File: config.mk
export PLATFORM = sky130hd
export DESIGN_NAME = vfxp_top
export DESIGN_NICKNAME = d
export VERILOG_FILES = /design/src/vfxp_arch_pkg.sv /design/src/vfxp_uarch_pkg.sv /design/src/vfxp_issue_stage.sv /design/src/vsaaddsub.sv /design/src/vfxp_exec_stage.sv /design/src/vfxp_vxsat_csr.sv /design/src/vfxp_top.sv
export SDC_FILE = /design/constraint.sdc
export NUM_CORES = 1
export LEC_CHECK = 0
export ABC_AREA = 1
export BUFFER_PORTS_ARGS = -buffer_cell sky130_fd_sc_hd__buf_4
export CAP_MARGIN = 10
export CORE_UTILIZATION = 55
export CTS_BUF_LIST = sky130_fd_sc_hd__clkbuf_4 sky130_fd_sc_hd__clkbuf_8
export CTS_CLUSTER_SIZE = 40
export DETAILED_ROUTE_END_ITERATION = 12
export PLACE_DENSITY = 0.87
export SYNTH_ARGS = -nofsm -noshare
export SYNTH_HDL_FRONTEND = slang
export SYNTH_SLANG_ARGS = --single-unit
File: constraint.sdc
create_clock -name clk_i -period 17.67 [get_ports clk_i]
set_input_delay 2.6505 -clock clk_i [delete_from_list [all_inputs] [get_ports clk_i]]
set_output_delay 2.6505 -clock clk_i [all_outputs]
set_load 0.005 [all_outputs]
File: src/vfxp_arch_pkg.sv
//****************************************
// Architectural encodings of the vector fixed-point add/subtract group
// Opcode values are local to this unit, not the RVV instruction encoding
// Rounding mode values follow the vxrm CSR field
//****************************************
`default_nettype none

package vfxp_arch_pkg;

    // Saturating and averaging add/subtract, vd = vs2 op vs1
    typedef enum logic [2:0] {
        VSADDU = 3'd0,
        VSADD  = 3'd1,
        VSSUBU = 3'd2,
        VSSUB  = 3'd3,
        VAADDU = 3'd4,
        VAADD  = 3'd5,
        VASUBU = 3'd6,
        VASUB  = 3'd7
    } vfxp_op_t;

    typedef enum logic [1:0] {
        SEW_8  = 2'd0,
        SEW_16 = 2'd1,
        SEW_32 = 2'd2,
        SEW_64 = 2'd3
    } vfxp_sew_t;

    typedef enum logic [1:0] {
        RNU_V = 2'd0,   // Round to nearest up
        RNE_V = 2'd1,   // Round to nearest even
        RDN_V = 2'd2,   // Truncate
        ROD_V = 2'd3    // Round to odd
    } vfxp_vxrm_t;

endpackage

`default_nettype wire

File: src/vfxp_uarch_pkg.sv
//****************************************
// Implementation constants of the lane
// DATA_W must stay a multiple of 8
//****************************************
`default_nettype none

package vfxp_uarch_pkg;

    localparam int unsigned DATA_W   = 64;
    localparam int unsigned LANES    = DATA_W / 8;  // One byte adder per lane

    // Request edge to result edge, issue plus execute register
    localparam int unsigned PIPE_LAT = 2;

endpackage

`default_nettype wire

File: src/vfxp_issue_stage.sv
//****************************************
// Issue register of the lane
// Request fields are sampled only with valid_i
// Scalar operand uses the low SEW bits of scalar_i
//****************************************
`default_nettype none

module vfxp_issue_stage
    import vfxp_arch_pkg::*;
    import vfxp_uarch_pkg::*;
(
    input  logic                clk_i,
    input  logic                rst_i,
    input  logic                valid_i,
    input  vfxp_op_t            op_i,
    input  vfxp_sew_t           sew_i,
    input  vfxp_vxrm_t          vxrm_i,
    input  logic                src_scalar_i,
    input  logic [DATA_W-1:0]   scalar_i,
    input  logic [DATA_W-1:0]   vs1_i,
    input  logic [DATA_W-1:0]   vs2_i,
    output logic                valid_o,
    output vfxp_op_t            op_o,
    output vfxp_sew_t           sew_o,
    output vfxp_vxrm_t          vxrm_o,
    output logic [DATA_W-1:0]   vs1_o,
    output logic [DATA_W-1:0]   vs2_o
);

    logic [DATA_W-1:0] scalar_rep;

    // Splat the scalar over all elements of the current width
    always_comb begin
        case (sew_i)
            SEW_8:   scalar_rep = {(DATA_W / 8){scalar_i[7:0]}};
            SEW_16:  scalar_rep = {(DATA_W / 16){scalar_i[15:0]}};
            SEW_32:  scalar_rep = {(DATA_W / 32){scalar_i[31:0]}};
            default: scalar_rep = scalar_i;
        endcase
    end

    always_ff @(posedge clk_i) begin
        if (rst_i) begin
            valid_o <= 1'b0;
        end else begin
            valid_o <= valid_i;
        end
    end

    always_ff @(posedge clk_i) begin
        if (valid_i) begin
            op_o   <= op_i;
            sew_o  <= sew_i;
            vxrm_o <= vxrm_i;
            vs1_o  <= src_scalar_i ? scalar_rep : vs1_i;   // vx form
            vs2_o  <= vs2_i;
        end
    end

endmodule

`default_nettype wire

File: src/vsaaddsub.sv
//****************************************
// Combinational saturating / averaging add and subtract, vd = vs2 op vs1
// Eight byte adders, carries chained inside an element
// Averaging rounds by vxrm_i and never reports saturation
// Outputs are meaningful for every input, no valid qualifier here
//****************************************
`default_nettype none

module vsaaddsub
    import vfxp_arch_pkg::*;
    import vfxp_uarch_pkg::*;
(
    input  vfxp_op_t            instr_type_i,
    input  vfxp_sew_t           sew_i,
    input  vfxp_vxrm_t          vxrm_i,
    input  logic [DATA_W-1:0]   data_vs1_i,
    input  logic [DATA_W-1:0]   data_vs2_i,
    output logic [DATA_W-1:0]   data_vd_o,
    output logic                sat_ovf_o
);

    logic                   is_sub;
    logic                   is_signed;
    logic                   is_avg;

    logic [3:0]             elem_mask;      // Element size in bytes, minus one
    logic [LANES-1:0]       elem_start;     // Lowest byte of an element
    logic [LANES-1:0]       elem_top;       // Highest byte of an element

    logic [LANES-1:0][7:0]  opa;
    logic [LANES-1:0][7:0]  opb;
    logic [LANES-1:0][7:0]  sum;
    logic [LANES-1:0]       cout;
    logic                   carry;

    logic [LANES-1:0]       ovf;            // Meaningful on top bytes
    logic [LANES-1:0]       ninth;          // Bit n of the exact n+1 bit result
    logic [LANES-1:0]       rnd;            // Rounding increment, start bytes
    logic                   elem_ovf;
    logic                   elem_neg;
    logic [LANES-1:0]       byte_ovf;
    logic [LANES-1:0]       byte_neg;

    logic [DATA_W-1:0]      sum_shr;
    logic [7:0]             half;
    logic                   inc;
    logic [LANES-1:0][7:0]  avg;

    assign is_sub    = instr_type_i inside {VSSUBU, VSSUB, VASUBU, VASUB};
    assign is_signed = instr_type_i inside {VSADD, VSSUB, VAADD, VASUB};
    assign is_avg    = instr_type_i inside {VAADDU, VAADD, VASUBU, VASUB};

    // Element boundaries from the byte index
    always_comb begin
        elem_mask = (4'd1 << sew_i) - 4'd1;
        for (int i = 0; i < LANES; i++) begin
            elem_start[i] = (4'(i) & elem_mask) == 4'd0;
            elem_top[i]   = (4'(i) & elem_mask) == elem_mask;
        end
    end

    // Byte adders, subtraction as vs2 + ~vs1 + 1
    always_comb begin
        carry = 1'b0;
        for (int i = 0; i < LANES; i++) begin
            opa[i] = data_vs2_i[8*i +: 8];
            opb[i] = is_sub ? ~data_vs1_i[8*i +: 8] : data_vs1_i[8*i +: 8];
            if (elem_start[i]) begin
                carry = is_sub;     // Fresh element
            end
            {cout[i], sum[i]} = opa[i] + opb[i] + carry;
            carry = cout[i];
        end
    end

    // Per byte flags, only top / start bytes are looked at later
    always_comb begin
        for (int i = 0; i < LANES; i++) begin
            case (instr_type_i)
                VSADDU:       ovf[i] = cout[i];
                VSSUBU:       ovf[i] = ~cout[i];     // Borrow out
                VSADD, VSSUB: ovf[i] = (opa[i][7] ^ sum[i][7]) & (opb[i][7] ^ sum[i][7]);
                default:      ovf[i] = 1'b0;
            endcase

            // Sign or zero extended operands summed one bit further
            if (is_signed) begin
                ninth[i] = opa[i][7] ^ opb[i][7] ^ cout[i];
            end else begin
                ninth[i] = is_sub ^ cout[i];
            end

            // Shift by one, so the dropped part is bit 0 alone
            case (vxrm_i)
                RNU_V:   rnd[i] = sum[i][0];
                RNE_V:   rnd[i] = sum[i][0] & sum[i][1];
                RDN_V:   rnd[i] = 1'b0;
                default: rnd[i] = sum[i][0] & ~sum[i][1];   // ROD_V
            endcase
        end
    end

    // Spread the overflow and operand sign of each element down to its bytes
    always_comb begin
        elem_ovf = 1'b0;
        elem_neg = 1'b0;
        for (int i = LANES - 1; i >= 0; i--) begin
            if (elem_top[i]) begin
                elem_ovf = ovf[i];
                elem_neg = opa[i][7];
            end
            byte_ovf[i] = elem_ovf;
            byte_neg[i] = elem_neg;
        end
    end

    assign sum_shr = sum >> 1;

    // Averaging result, (n+1 bit sum >> 1) plus rounding, incremented byte by byte
    always_comb begin
        inc  = 1'b0;
        half = 8'h00;
        for (int i = 0; i < LANES; i++) begin
            half = {elem_top[i] ? ninth[i] : sum_shr[8*i+7], sum_shr[8*i +: 7]};
            if (elem_start[i]) begin
                inc = rnd[i];
            end
            {inc, avg[i]} = half + inc;
        end
    end

    always_comb begin
        for (int i = 0; i < LANES; i++) begin
            if (is_avg) begin
                data_vd_o[8*i +: 8] = avg[i];
            end else if (!byte_ovf[i]) begin
                data_vd_o[8*i +: 8] = sum[i];
            end else if (is_signed) begin
                // Clamp toward the sign of vs2, 0x7F.. or 0x80..
                if (elem_top[i]) begin
                    data_vd_o[8*i +: 8] = byte_neg[i] ? 8'h80 : 8'h7F;
                end else begin
                    data_vd_o[8*i +: 8] = byte_neg[i] ? 8'h00 : 8'hFF;
                end
            end else begin
                data_vd_o[8*i +: 8] = is_sub ? 8'h00 : 8'hFF;
            end
        end
    end

    assign sat_ovf_o = |(ovf & elem_top);

endmodule

`default_nettype wire

File: src/vfxp_exec_stage.sv
//****************************************
// Execute register around vsaaddsub
// sat_o is a one cycle pulse per saturating result
//****************************************
`default_nettype none

module vfxp_exec_stage
    import vfxp_arch_pkg::*;
    import vfxp_uarch_pkg::*;
(
    input  logic                clk_i,
    input  logic                rst_i,
    input  logic                valid_i,
    input  vfxp_op_t            op_i,
    input  vfxp_sew_t           sew_i,
    input  vfxp_vxrm_t          vxrm_i,
    input  logic [DATA_W-1:0]   vs1_i,
    input  logic [DATA_W-1:0]   vs2_i,
    output logic                valid_o,
    output logic [DATA_W-1:0]   result_o,
    output logic                sat_o
);

    logic [DATA_W-1:0] vd;
    logic              ovf;

    vsaaddsub i_vsaaddsub (
        .instr_type_i (op_i),
        .sew_i        (sew_i),
        .vxrm_i       (vxrm_i),
        .data_vs1_i   (vs1_i),
        .data_vs2_i   (vs2_i),
        .data_vd_o    (vd),
        .sat_ovf_o    (ovf)
    );

    always_ff @(posedge clk_i) begin
        if (rst_i) begin
            valid_o <= 1'b0;
            sat_o   <= 1'b0;
        end else begin
            valid_o <= valid_i;
            sat_o   <= valid_i & ovf;   // Bubbles carry stale operands
        end
    end

    always_ff @(posedge clk_i) begin
        result_o <= vd;
    end

endmodule

`default_nettype wire

File: src/vfxp_vxsat_csr.sv
//****************************************
// Sticky vxsat bit
// vxsat_o shows a set in the cycle it arrives
// Set wins over a clear in the same cycle
//****************************************
`default_nettype none

module vfxp_vxsat_csr (
    input  logic clk_i,
    input  logic rst_i,
    input  logic set_i,
    input  logic clr_i,
    output logic vxsat_o
);

    logic sat_q;

    always_ff @(posedge clk_i) begin
        if (rst_i) begin
            sat_q <= 1'b0;
        end else if (set_i) begin
            sat_q <= 1'b1;
        end else if (clr_i) begin
            sat_q <= 1'b0;
        end
    end

    // Visible together with the saturating result
    assign vxsat_o = sat_q | set_i;

endmodule

`default_nettype wire

File: src/vfxp_top.sv
//****************************************
// Vector fixed-point add/subtract lane
// Fixed PIPE_LAT latency, no back-pressure, one request per cycle max
// No masking, vl or tail handling
//****************************************
`default_nettype none

module vfxp_top
    import vfxp_arch_pkg::*;
    import vfxp_uarch_pkg::*;
(
    input  logic                clk_i,
    input  logic                rst_i,
    input  logic                valid_i,
    input  vfxp_op_t            op_i,
    input  vfxp_sew_t           sew_i,
    input  vfxp_vxrm_t          vxrm_i,
    input  logic                src_scalar_i,
    input  logic [DATA_W-1:0]   scalar_i,
    input  logic [DATA_W-1:0]   vs1_i,
    input  logic [DATA_W-1:0]   vs2_i,
    input  logic                vxsat_clr_i,
    output logic                result_valid_o,
    output logic [DATA_W-1:0]   result_o,
    output logic                vxsat_o
);

    logic              iss_valid;
    vfxp_op_t          iss_op;
    vfxp_sew_t         iss_sew;
    vfxp_vxrm_t        iss_vxrm;
    logic [DATA_W-1:0] iss_vs1;
    logic [DATA_W-1:0] iss_vs2;
    logic              ex_sat;

    // Two registers below, issue and execute
    if (PIPE_LAT != 2) begin : g_lat_check
        $error("PIPE_LAT does not match the issue plus execute stages");
    end

    vfxp_issue_stage i_issue (
        .clk_i        (clk_i),
        .rst_i        (rst_i),
        .valid_i      (valid_i),
        .op_i         (op_i),
        .sew_i        (sew_i),
        .vxrm_i       (vxrm_i),
        .src_scalar_i (src_scalar_i),
        .scalar_i     (scalar_i),
        .vs1_i        (vs1_i),
        .vs2_i        (vs2_i),
        .valid_o      (iss_valid),
        .op_o         (iss_op),
        .sew_o        (iss_sew),
        .vxrm_o       (iss_vxrm),
        .vs1_o        (iss_vs1),
        .vs2_o        (iss_vs2)
    );

    vfxp_exec_stage i_exec (
        .clk_i    (clk_i),
        .rst_i    (rst_i),
        .valid_i  (iss_valid),
        .op_i     (iss_op),
        .sew_i    (iss_sew),
        .vxrm_i   (iss_vxrm),
        .vs1_i    (iss_vs1),
        .vs2_i    (iss_vs2),
        .valid_o  (result_valid_o),
        .result_o (result_o),
        .sat_o    (ex_sat)
    );

    vfxp_vxsat_csr i_vxsat (
        .clk_i   (clk_i),
        .rst_i   (rst_i),
        .set_i   (ex_sat),
        .clr_i   (vxsat_clr_i),
        .vxsat_o (vxsat_o)
    );

endmodule

`default_nettype wire

==> run_results.csv, run 1 <==
group,metric,value,unit
worst_setup_path,timing.rr.start,"i_issue.op_o[1]",
sta,clock_skew,0.0372,ns
synth,synth_cell_types,60,
layout,stdcell_count,2187,
worst_setup_path,rrSetupSlack,2.05,ns
synth,synth_top_family_by_area,"simple AND/OR/NAND/NOR gates",
floorplan,initial_utilization,0.562,
synth,synth-xor-area-share,0.0907,
synth,yosys.area_share.simple,0.197,
floorplan,dieHeight,157,um
worst_setup_path,cp_slowest_cell,"buf_4",
layout,final_common_cell,"nand2_1",
synth,synthMuxAreaShare,0,
clock_network,postCtsSetupRepairBufs,0,
synth,synth-edff-count,135,
global_route,grt_overflow,0,
global_route,grt_pass1_wl,63.3,mm
sta,worst_pin_slew,1.05,ns
global_route,grt_use_total,0.344,
clock_network,cts_made_buffers,35,
routing,vias,12500,
run_status,status,"complete, no violations",
clock_network,clock_path_buffers,3,
worst_setup_path,endpoint_kind,"flop",
worst_setup_path,cp_max_fo,58,
synth,ys_async_sr_fraction,0,
routing,dr.pass1.iters,6,
pwr,leakage,7.40,nW
sta,worst_slack,2.05,ns
sta,report.final.slew_viol_count,0,
sta,hold_viol_final,0,
worst_setup_path,critical_path_arrival,16.10,ns
worst_setup_path,r2r-end,"i_exec.result_o[62]",
clock_network,clk_pin_slew,0.06,ns
layout,drive_gt1_frac,0.206,
pwr,vdd_drop_max,0.0699,mV
worst_setup_path,slowest_delay,0.76,ns
layout,nets,2136,
clock_network,clk_latency,0.54,ns
pwr,power.density,123,nW/um2
sta,slew_headroom,0.300,
floorplan,die_x,157,um
layout,num_antenna_cells,0,
layout,area_growth,22.7,%
clock_network,ctsResizeCount,0,
routing,vias_per_cell,5.70,
layout,fillers,1890,
sta,clock.fmax,64.0,MHz
pwr,total_power,1.99,mW
clock_network,cts_tree,"built",
min_path,worstHoldPathType,"reg -> reg",
sta,fin_tns_setup,0,ns
worst_setup_path,setup.worst_path.class,"reg -> reg",
routing,wl,42.3,mm
floorplan,die_area,24600,um2
synth,synth-seq-cells,203,
synth,yosysSeqAreaShare,0.410,
synth,syn_inst,1576,
synth,syn_area,13200,um2
worst_setup_path,startpoint,"i_issue.op_o[1]",
global_route,grt_max_degree,83,
worst_setup_path,start_kind,"flop",
synth,syn_area_per_cell,8.37,um2
global_route,grt_pass1_vias,11500,
routing,drc_errors,0,
placement,place_hpwl,33.5,mm
synth,synth_fa_ha_area_frac,0.0910,
sta,finalCritPeriodShare,0.884,
flow_run,maxCapViolations,0,
synth,synth_compound_area_frac,0.160,
routing,postRouteAntennaNets,0,
synth,synthFlopType,"edfxtp_1",
global_route,antenna_found_initial,0,
clock_network,clock-root-buffer,"clkbuf_8",
layout,regArea,5420,um2
clock_network,hold_buffers,0,
worst_setup_path,r2r_cells,74,
layout,multi_input_area,7110,um2
placement,pre_cts_ws,2.21,ns
sta,rsz0062_at_grt,"no",
floorplan,core,23500,um2
floorplan,row_count,56,
sta,setup_violations,0,
placement,globalplace.congestion,0.977,
routing,first_iter_violations,1233,
sta,layout_min_cycle_time,15.62,ns
worst_setup_path,required,18.15,ns
synth,ys_warn_count,0,
placement,port_buffers,269,
floorplan,io_pins,270,
layout,final_cell_mix,"346 x nand2_1, 278 x buf_4, 147 x a21oi_1",
routing,routedWlPerCell,19.4,um
clock_network,clock_sinks,203,
clock_network,htree_levels,2,
synth,synthesis.nets,1867,
worst_setup_path,worstSetupEndpoint,"i_exec.result_o[62]",
placement,placedCellCount,2127,
-- stage by stage --
stage	utilization	area [um2]	hold WS [ns]
finish	0.690	16200	0.430
global route	0.690	16200	0.456
CTS	0.690	16200	0.435
detailed placement	0.660	15500	0.427
global placement	0.660	15500	0.411
floorplan	-	13200	0.400
-- area by class of cell --
class,instances,area share
Multi-Input combinational cell,1199,0.439
Sequential cell,203,0.334
Timing Repair Buffer,278,0.129
Clock buffer,50,0.0379
Inverter,128,0.0298
Tap cell,319,0.0246
Clock inverter,10,0.00510
-- metal layers --
layer	wire [um]	track usage	vias up
li1	-	-	5929
met1	17900	0.483	5665
met2	18500	0.533	774
met3	4180	0.0441	106
met4	1760	0.146	0
met5	0	0	-
-- power by group --
group          leakage [nW]  internal (mW)  switching (mW)
combinational          5.13          0.357           0.544
sequential             1.89          0.614          0.0373
clock                 0.373          0.239           0.193
total                  7.40           1.21           0.774
-- synth_stat cells (all sizes together), types with 17 or more instances --
| library cell | instances | share of area |
|---|---|---|
| dfxtp | 68 | 0.10 |
| edfxtp | 135 | 0.31 |
| xnor2 | 22 | 0.015 |
| nand2 | 356 | 0.11 |
| clkbuf | 31 | 0.0088 |
| ha | 72 | 0.068 |
| a21oi | 147 | 0.056 |
| a31oi | 30 | 0.014 |
| o21ai | 141 | 0.055 |
| o211ai | 17 | 0.010 |
| xor2 | 113 | 0.076 |
| inv | 125 | 0.036 |
| nand3 | 74 | 0.033 |
| nor2 | 137 | 0.040 |
-- kinds of logic after synthesis --
group,Yosys count
compound gates,372
buf+inv,174
simple gates,605
xor+xnor,135
flops,203
fa+ha+maj,87
-- sequential cells by signal (all words and copies together), names as in the netlist --
| signal | count |
|---|---|
| i_exec.result_o | 64 |
| i_exec.sat_o | 1 |
| i_exec.valid_o | 1 |
| i_issue.op_o | 3 |
| i_issue.sew_o | 2 |
| i_issue.valid_o | 1 |
| i_issue.vs1_o | 64 |
| i_issue.vs2_o | 64 |
| i_issue.vxrm_o | 2 |
| i_vxsat.sat_q | 1 |
-- worst max-delay path: cells and delay by family (launching register included) --
family	cells	cell delay, ns
flops	1	0.63
simple gates	18	1.61
xor+xnor	1	0.15
fa+ha+maj	17	7.03
compound gates	30	4.88
buf+inv	8	1.31
-- worst min-delay path by stage --
| stage | to | cells past startpoint | startpoint |
|---|---|---|---|
| after floorplan | i_exec.valid_o | 2 | i_issue.valid_o |
| after global placement | i_exec.valid_o | 2 | i_issue.valid_o |
| after detailed placement | i_exec.valid_o | 2 | i_issue.valid_o |
| after CTS | i_exec.valid_o | 2 | i_issue.valid_o |
| after global routing | i_exec.valid_o | 2 | i_issue.valid_o |
| final | i_exec.valid_o | 2 | i_issue.valid_o |
(Power assumes the default switching activity.)
==> inputs of run 2 (changes only) <==
==> constraint.sdc (replaced) <==
create_clock -name clk_i -period 19.4 [get_ports clk_i]
set_input_delay 2.91 -clock clk_i [delete_from_list [all_inputs] [get_ports clk_i]]
set_output_delay 2.91 -clock clk_i [all_outputs]
set_load 0.005 [all_outputs]
==> run 2 against run 1 <==
  * First-iteration DRC count is 6.8% lower
  * Worst hold slack better by 0.0011 ns
  * Count of clock-buffer cells in the layout is 1 lower
  * Via count is 1.4% lower
  * Non-clock buffer count is 2 lower
  * Critical path depth is 1 lower
  * Critical endpoint unchanged
==> run_results.csv, run 2 (synthesis results as in run 1) <==
group,metric,value,unit
routing,vias,12300,
sta,slew_headroom,0.281,
worst_setup_path,endpoint_kind,"flop",
worst_setup_path,worst_path_most_repeated_cell,"fa_1",
clock_network,clock-root-buffer,"clkbuf_8",
placement,dpl_cell_area,15500,um2
floorplan,core,23500,um2
worst_setup_path,cp_slowest_cell,"buf_4",
sta,rsz0062_at_grt,"no",
sta,fin_tns_setup,0,ns
routing,first_iter_violations,1149,
global_route,grt_max_degree,91,
sta,layout_min_cycle_time,15.55,ns
global_route,grt_use_total,0.336,
sta,finalCritPeriodShare,0.802,
sta,clock.fmax,64.3,MHz
floorplan,die_x,157,um
min_path,hold_depth,2,
layout,fin_area,16200,um2
floorplan,io_pins,270,
layout,num_antenna_cells,0,
sta,clock_skew,0.0284,ns
layout,reg.largest.list,"i_exec.result_o: 64 flops, i_issue.vs1_o: 64 flops, i_issue.vs2_o: 64 flops",
routing,postRouteAntennaNets,0,
pwr,leakage,7.39,nW
sta,setup_violations,0,
pwr,power.density,111,nW/um2
worst_setup_path,r2r_cells,73,
floorplan,die_area,24600,um2
global_route,grt_pass1_wl,62.1,mm
worst_setup_path,start_kind,"flop",
clock_network,cts_tree,"built",
clock_network,clk_pin_slew,0.06,ns
routing,drc_errors,0,
floorplan,initial_utilization,0.562,
clock_network,hold_buffers,0,
layout,final_cell_mix,"346 x nand2_1, 276 x buf_4, 147 x a21oi_1",
layout,final_common_cell,"nand2_1",
run_status,status,"complete, no violations",
routing,routedWlPerCell,18.9,um
global_route,grt_overflow,0,
pwr,vdd_drop_max,0.0507,mV
floorplan,dieHeight,157,um
worst_setup_path,slowest_delay,0.75,ns
layout,area_growth,22.7,%
routing,vias_per_cell,5.63,
worst_setup_path,critical_path_arrival,15.96,ns
clock_network,clock_path_buffers,3,
clock_network,cts_made_buffers,34,
layout,drive_gt1_frac,0.203,
placement,globalplace.congestion,1.01,
clock_network,ctsResizeCount,0,
min_path,worstHoldPathType,"reg -> reg",
clock_network,clock_sinks,203,
global_route,antenna_found_initial,0,
floorplan,row_count,56,
global_route,grt_pass1_vias,11400,
worst_setup_path,required,19.80,ns
worst_setup_path,cp_max_fo,65,
sta,worst_pin_slew,1.08,ns
routing,dr.pass1.iters,6,
routing,wl,41.4,mm
sta,report.final.slew_viol_count,0,
placement,place_hpwl,32.8,mm
placement,port_buffers,269,
clock_network,postCtsSetupRepairBufs,0,
clock_network,htree_levels,2,
clock_network,clk_latency,0.54,ns
layout,nets,2133,
sta,hold_viol_final,0,
flow_run,maxCapViolations,0,
worst_setup_path,setup.worst_path.class,"reg -> reg",
[run 2: area by class of cell]
class	count	area, um2
fill	1900	7280
clock inverter	11	82.6
inverter	128	483
clock buffer	49	624
timing repair buffer	276	2070
sequential	203	5420
tap	319	399
multi-input combinational	1199	7110
[run 2: report_power, final]
| part | total, mW | switching (mW) | internal [mW] |
|---|---|---|---|
| Clock | 0.394 | 0.172 | 0.221 |
| Combinational | 0.815 | 0.490 | 0.325 |
| Sequential | 0.595 | 0.0359 | 0.559 |
[run 2: critical path: cells and delay by family (launching register included)]
family                     cells  cell delay (ns)
buffers and inverters          8             1.28
adders and majority gates     17             7.11
xor gates and xnor gates       1             0.26
and+or+nand+nor               18             1.63
AOI/OAI and AO/OA             29             4.75
DFF                            1             0.32
[run 2: metal layers]
metal | part of all wire | wire, um | GRT usage | up-vias
met5 | 0 | 0 | 0 | -
met4 | 0.037 | 1520 | 0.136 | 0
met2 | 0.45 | 18500 | 0.533 | 704
met3 | 0.097 | 4020 | 0.0705 | 86
li1 | - | - | - | 5930
met1 | 0.42 | 17300 | 0.448 | 5579
[run 2: metrics by stage]
step / hold WS [ns] / setup WS [ns] / power [mW] / std cells / utilization
after CTS: 0.435 / 3.95 / 1.79 / 2185 / 0.690
after global routing: 0.472 / 2.44 / 1.92 / 2185 / 0.690
after detailed placement: 0.428 / 4.03 / 1.40 / 2125 / 0.660
after global placement: 0.423 / 4.58 / 1.38 / 2125 / 0.660
after floorplan: 0.400 / 5.17 / 1.09 / 1576 / -
final: 0.431 / 3.85 / 1.80 / 2185 / 0.690
[run 2: final timing paths]
kind,slack (ns),startpoint,endpoint
worst min-delay path,0.43,i_issue.valid_o,i_exec.valid_o
worst min register to register,0.43,i_issue.valid_o,i_exec.valid_o
worst max-delay path,3.85,i_issue.op_o[1],i_exec.result_o[62]
worst max register to register,3.85,i_issue.op_o[1],i_exec.result_o[62]
==> inputs of run 3 (changes only) <==
==> constraint.sdc (replaced) <==
create_clock -name clk_i -period 14.8 [get_ports clk_i]
set_input_delay 2.22 -clock clk_i [delete_from_list [all_inputs] [get_ports clk_i]]
set_output_delay 2.22 -clock clk_i [all_outputs]
set_load 0.005 [all_outputs]
==> run 3 against run 2 <==
  * Global-route usage is 0.63 points lower
  * Combinational power is 31% higher
  * Sequential share of layout area is 0.29 points lower
  * Non-clock buffer count is 8 higher
  * Clock skew is 0.016 ns lower
  * Worst hold slack better by 0.013 ns
  * Die area stayed put
  * Routed wire length is 1.9% lower
  * Fmax is 12% higher
  * Total power is 32% higher
  * Critical endpoint is now i_exec.result_o[13]
==> run_results.csv, run 3 (synthesis results as in run 1) <==
group,metric,value,unit
run_status,status,"complete, no violations",
routing,routedWlPerCell,18.5,um
worst_setup_path,timing.rr.start,"i_issue.op_o[1]",
global_route,grt_max_degree,89,
clock_network,clock_path_buffers,3,
placement,place_hpwl,32.2,mm
sta,hold_viol_final,0,
routing,vias,12400,
layout,reg.largest.list,"i_exec.result_o: 64 flops, i_issue.vs1_o: 64 flops, i_issue.vs2_o: 64 flops",
worst_setup_path,start_kind,"flop",
worst_setup_path,required,15.19,ns
clock_network,cts_made_buffers,34,
floorplan,initial_utilization,0.562,
sta,clock.fmax,72.3,MHz
sta,setup_violations,0,
global_route,grt_use_total,0.330,
worst_setup_path,worstSetupEndpoint,"i_exec.result_o[13]",
worst_setup_path,endpoint_kind,"flop",
global_route,grt_overflow,0,
layout,num_antenna_cells,0,
layout,fillers,1919,
placement,pre_cts_ws,-0.0122,ns
clock_network,cts_tree,"built",
sta,slew_headroom,0.279,
clock_network,clock_sinks,203,
layout,area_growth,23.8,%
clock_network,clk_pin_slew,0.06,ns
routing,vias_per_cell,5.66,
sta,report.final.slew_viol_count,0,
clock_network,htree_levels,2,
layout,nets,2141,
routing,first_iter_violations,995,
flow_run,maxCapViolations,0,
floorplan,die_x,157,um
layout,drive_gt1_frac,0.214,
worst_setup_path,slowest_delay,0.44,ns
floorplan,io_pins,270,
worst_setup_path,critical_path_arrival,14.22,ns
routing,dr.pass1.iters,6,
global_route,grt_pass1_vias,11600,
sta,fin_tns_setup,0,ns
global_route,antenna_found_initial,1,
pwr,power.density,146,nW/um2
floorplan,dieHeight,157,um
worst_setup_path,r2r-end,"i_exec.result_o[13]",
sta,finalCritPeriodShare,0.935,
worst_setup_path,setup.worst_path.class,"reg -> reg",
routing,wl,40.6,mm
placement,globalplace.congestion,0.998,
worst_setup_path,rrSetupSlack,0.96,ns
sta,layout_min_cycle_time,13.84,ns
placement,port_buffers,269,
global_route,grt_pass1_wl,61.0,mm
worst_setup_path,cp_slowest_cell,"fa_1",
worst_setup_path,startpoint,"i_issue.op_o[1]",
layout,final_common_cell,"nand2_1",
min_path,worstHoldPathType,"reg -> reg",
floorplan,die_area,24600,um2
sta,worst_pin_slew,1.08,ns
worst_setup_path,r2r_cells,77,
pwr,vdd_drop_max,0.0650,mV
sta,worst_slack,0.962,ns
pwr,leakage,7.44,nW
floorplan,row_count,56,
floorplan,core,23500,um2
routing,drc_errors,0,
layout,final_cell_mix,"345 x nand2_1, 284 x buf_4, 146 x a21oi_1",
clock_network,hold_buffers,0,
worst_setup_path,worst_path_most_repeated_cell,"nand2_1",
routing,postRouteAntennaNets,0,
sta,clock_skew,0.0126,ns
clock_network,clk_latency,0.54,ns
clock_network,clock-root-buffer,"clkbuf_8",
worst_setup_path,cp_max_fo,9,
## run 3: worst min path at each step
stage / slack, ns / end / depth (start not counted) / start
finish: 0.44 / i_exec.valid_o / 2 / i_issue.valid_o
CTS: 0.45 / i_exec.valid_o / 2 / i_issue.valid_o
detailed placement: 0.43 / i_exec.valid_o / 2 / i_issue.valid_o
global route: 0.47 / i_vxsat.sat_q / 2 / i_exec.sat_o
floorplan: 0.40 / i_exec.valid_o / 2 / i_issue.valid_o
global placement: 0.41 / i_exec.valid_o / 2 / i_issue.valid_o
## run 3: stage by stage
| step | utilization | cell area, um2 | hold WS, ns | power (mW) | instances |
|---|---|---|---|---|---|
| after floorplan | - | 13200 | 0.400 | 1.42 | 1576 |
| after global placement | 0.660 | 15500 | 0.415 | 1.80 | 2126 |
| after detailed placement | 0.660 | 15500 | 0.428 | 1.82 | 2126 |
| after CTS | 0.692 | 16200 | 0.450 | 2.36 | 2190 |
| after global routing | 0.696 | 16300 | 0.475 | 2.53 | 2194 |
| final | 0.696 | 16300 | 0.444 | 2.39 | 2194 |
## run 3: where the power goes
group | switching (mW) | internal, mW
clock | 0.231 | 0.304
combinational | 0.639 | 0.435
sequential | 0.0461 | 0.733
total | 0.916 | 1.47
## run 3: layer usage
layer	GRT usage	vias to the layer above	routed length [um]
met1	0.433	5606	16600
met5	0	-	13
met2	0.520	727	18100
met4	0.152	2	1920
li1	-	5944	-
met3	0.0735	131	3950
## run 3: worst max-delay path, delay by kind of cell, from the launching register on
family,cells,cell delay [ns]
AO/OA/AOI/OAI,27,3.74
XOR/XNOR,1,0.18
adder cells (fa/ha/maj),15,6.14
buffers and inverters,7,0.65
flip-flops,1,0.40
AND/OR/NAND/NOR,27,2.56
## run 3: layout make-up
type	count	area (um2)	area share
inverters	128	483	0.0296
clock buffers	44	562	0.0344
multi-input cells	1199	7180	0.439
well taps	319	399	0.0244
flip-flops and latches	203	5420	0.332
repair buffers	284	2130	0.131
clock inverters	17	166	0.0102
## run 3: repair_timing
item                       CTS  global route
setup buffers                3             4
gates resized for setup      0            27
setup endpoints to repair   16            65
pin swaps                    0             4
hold endpoints to repair     0             0
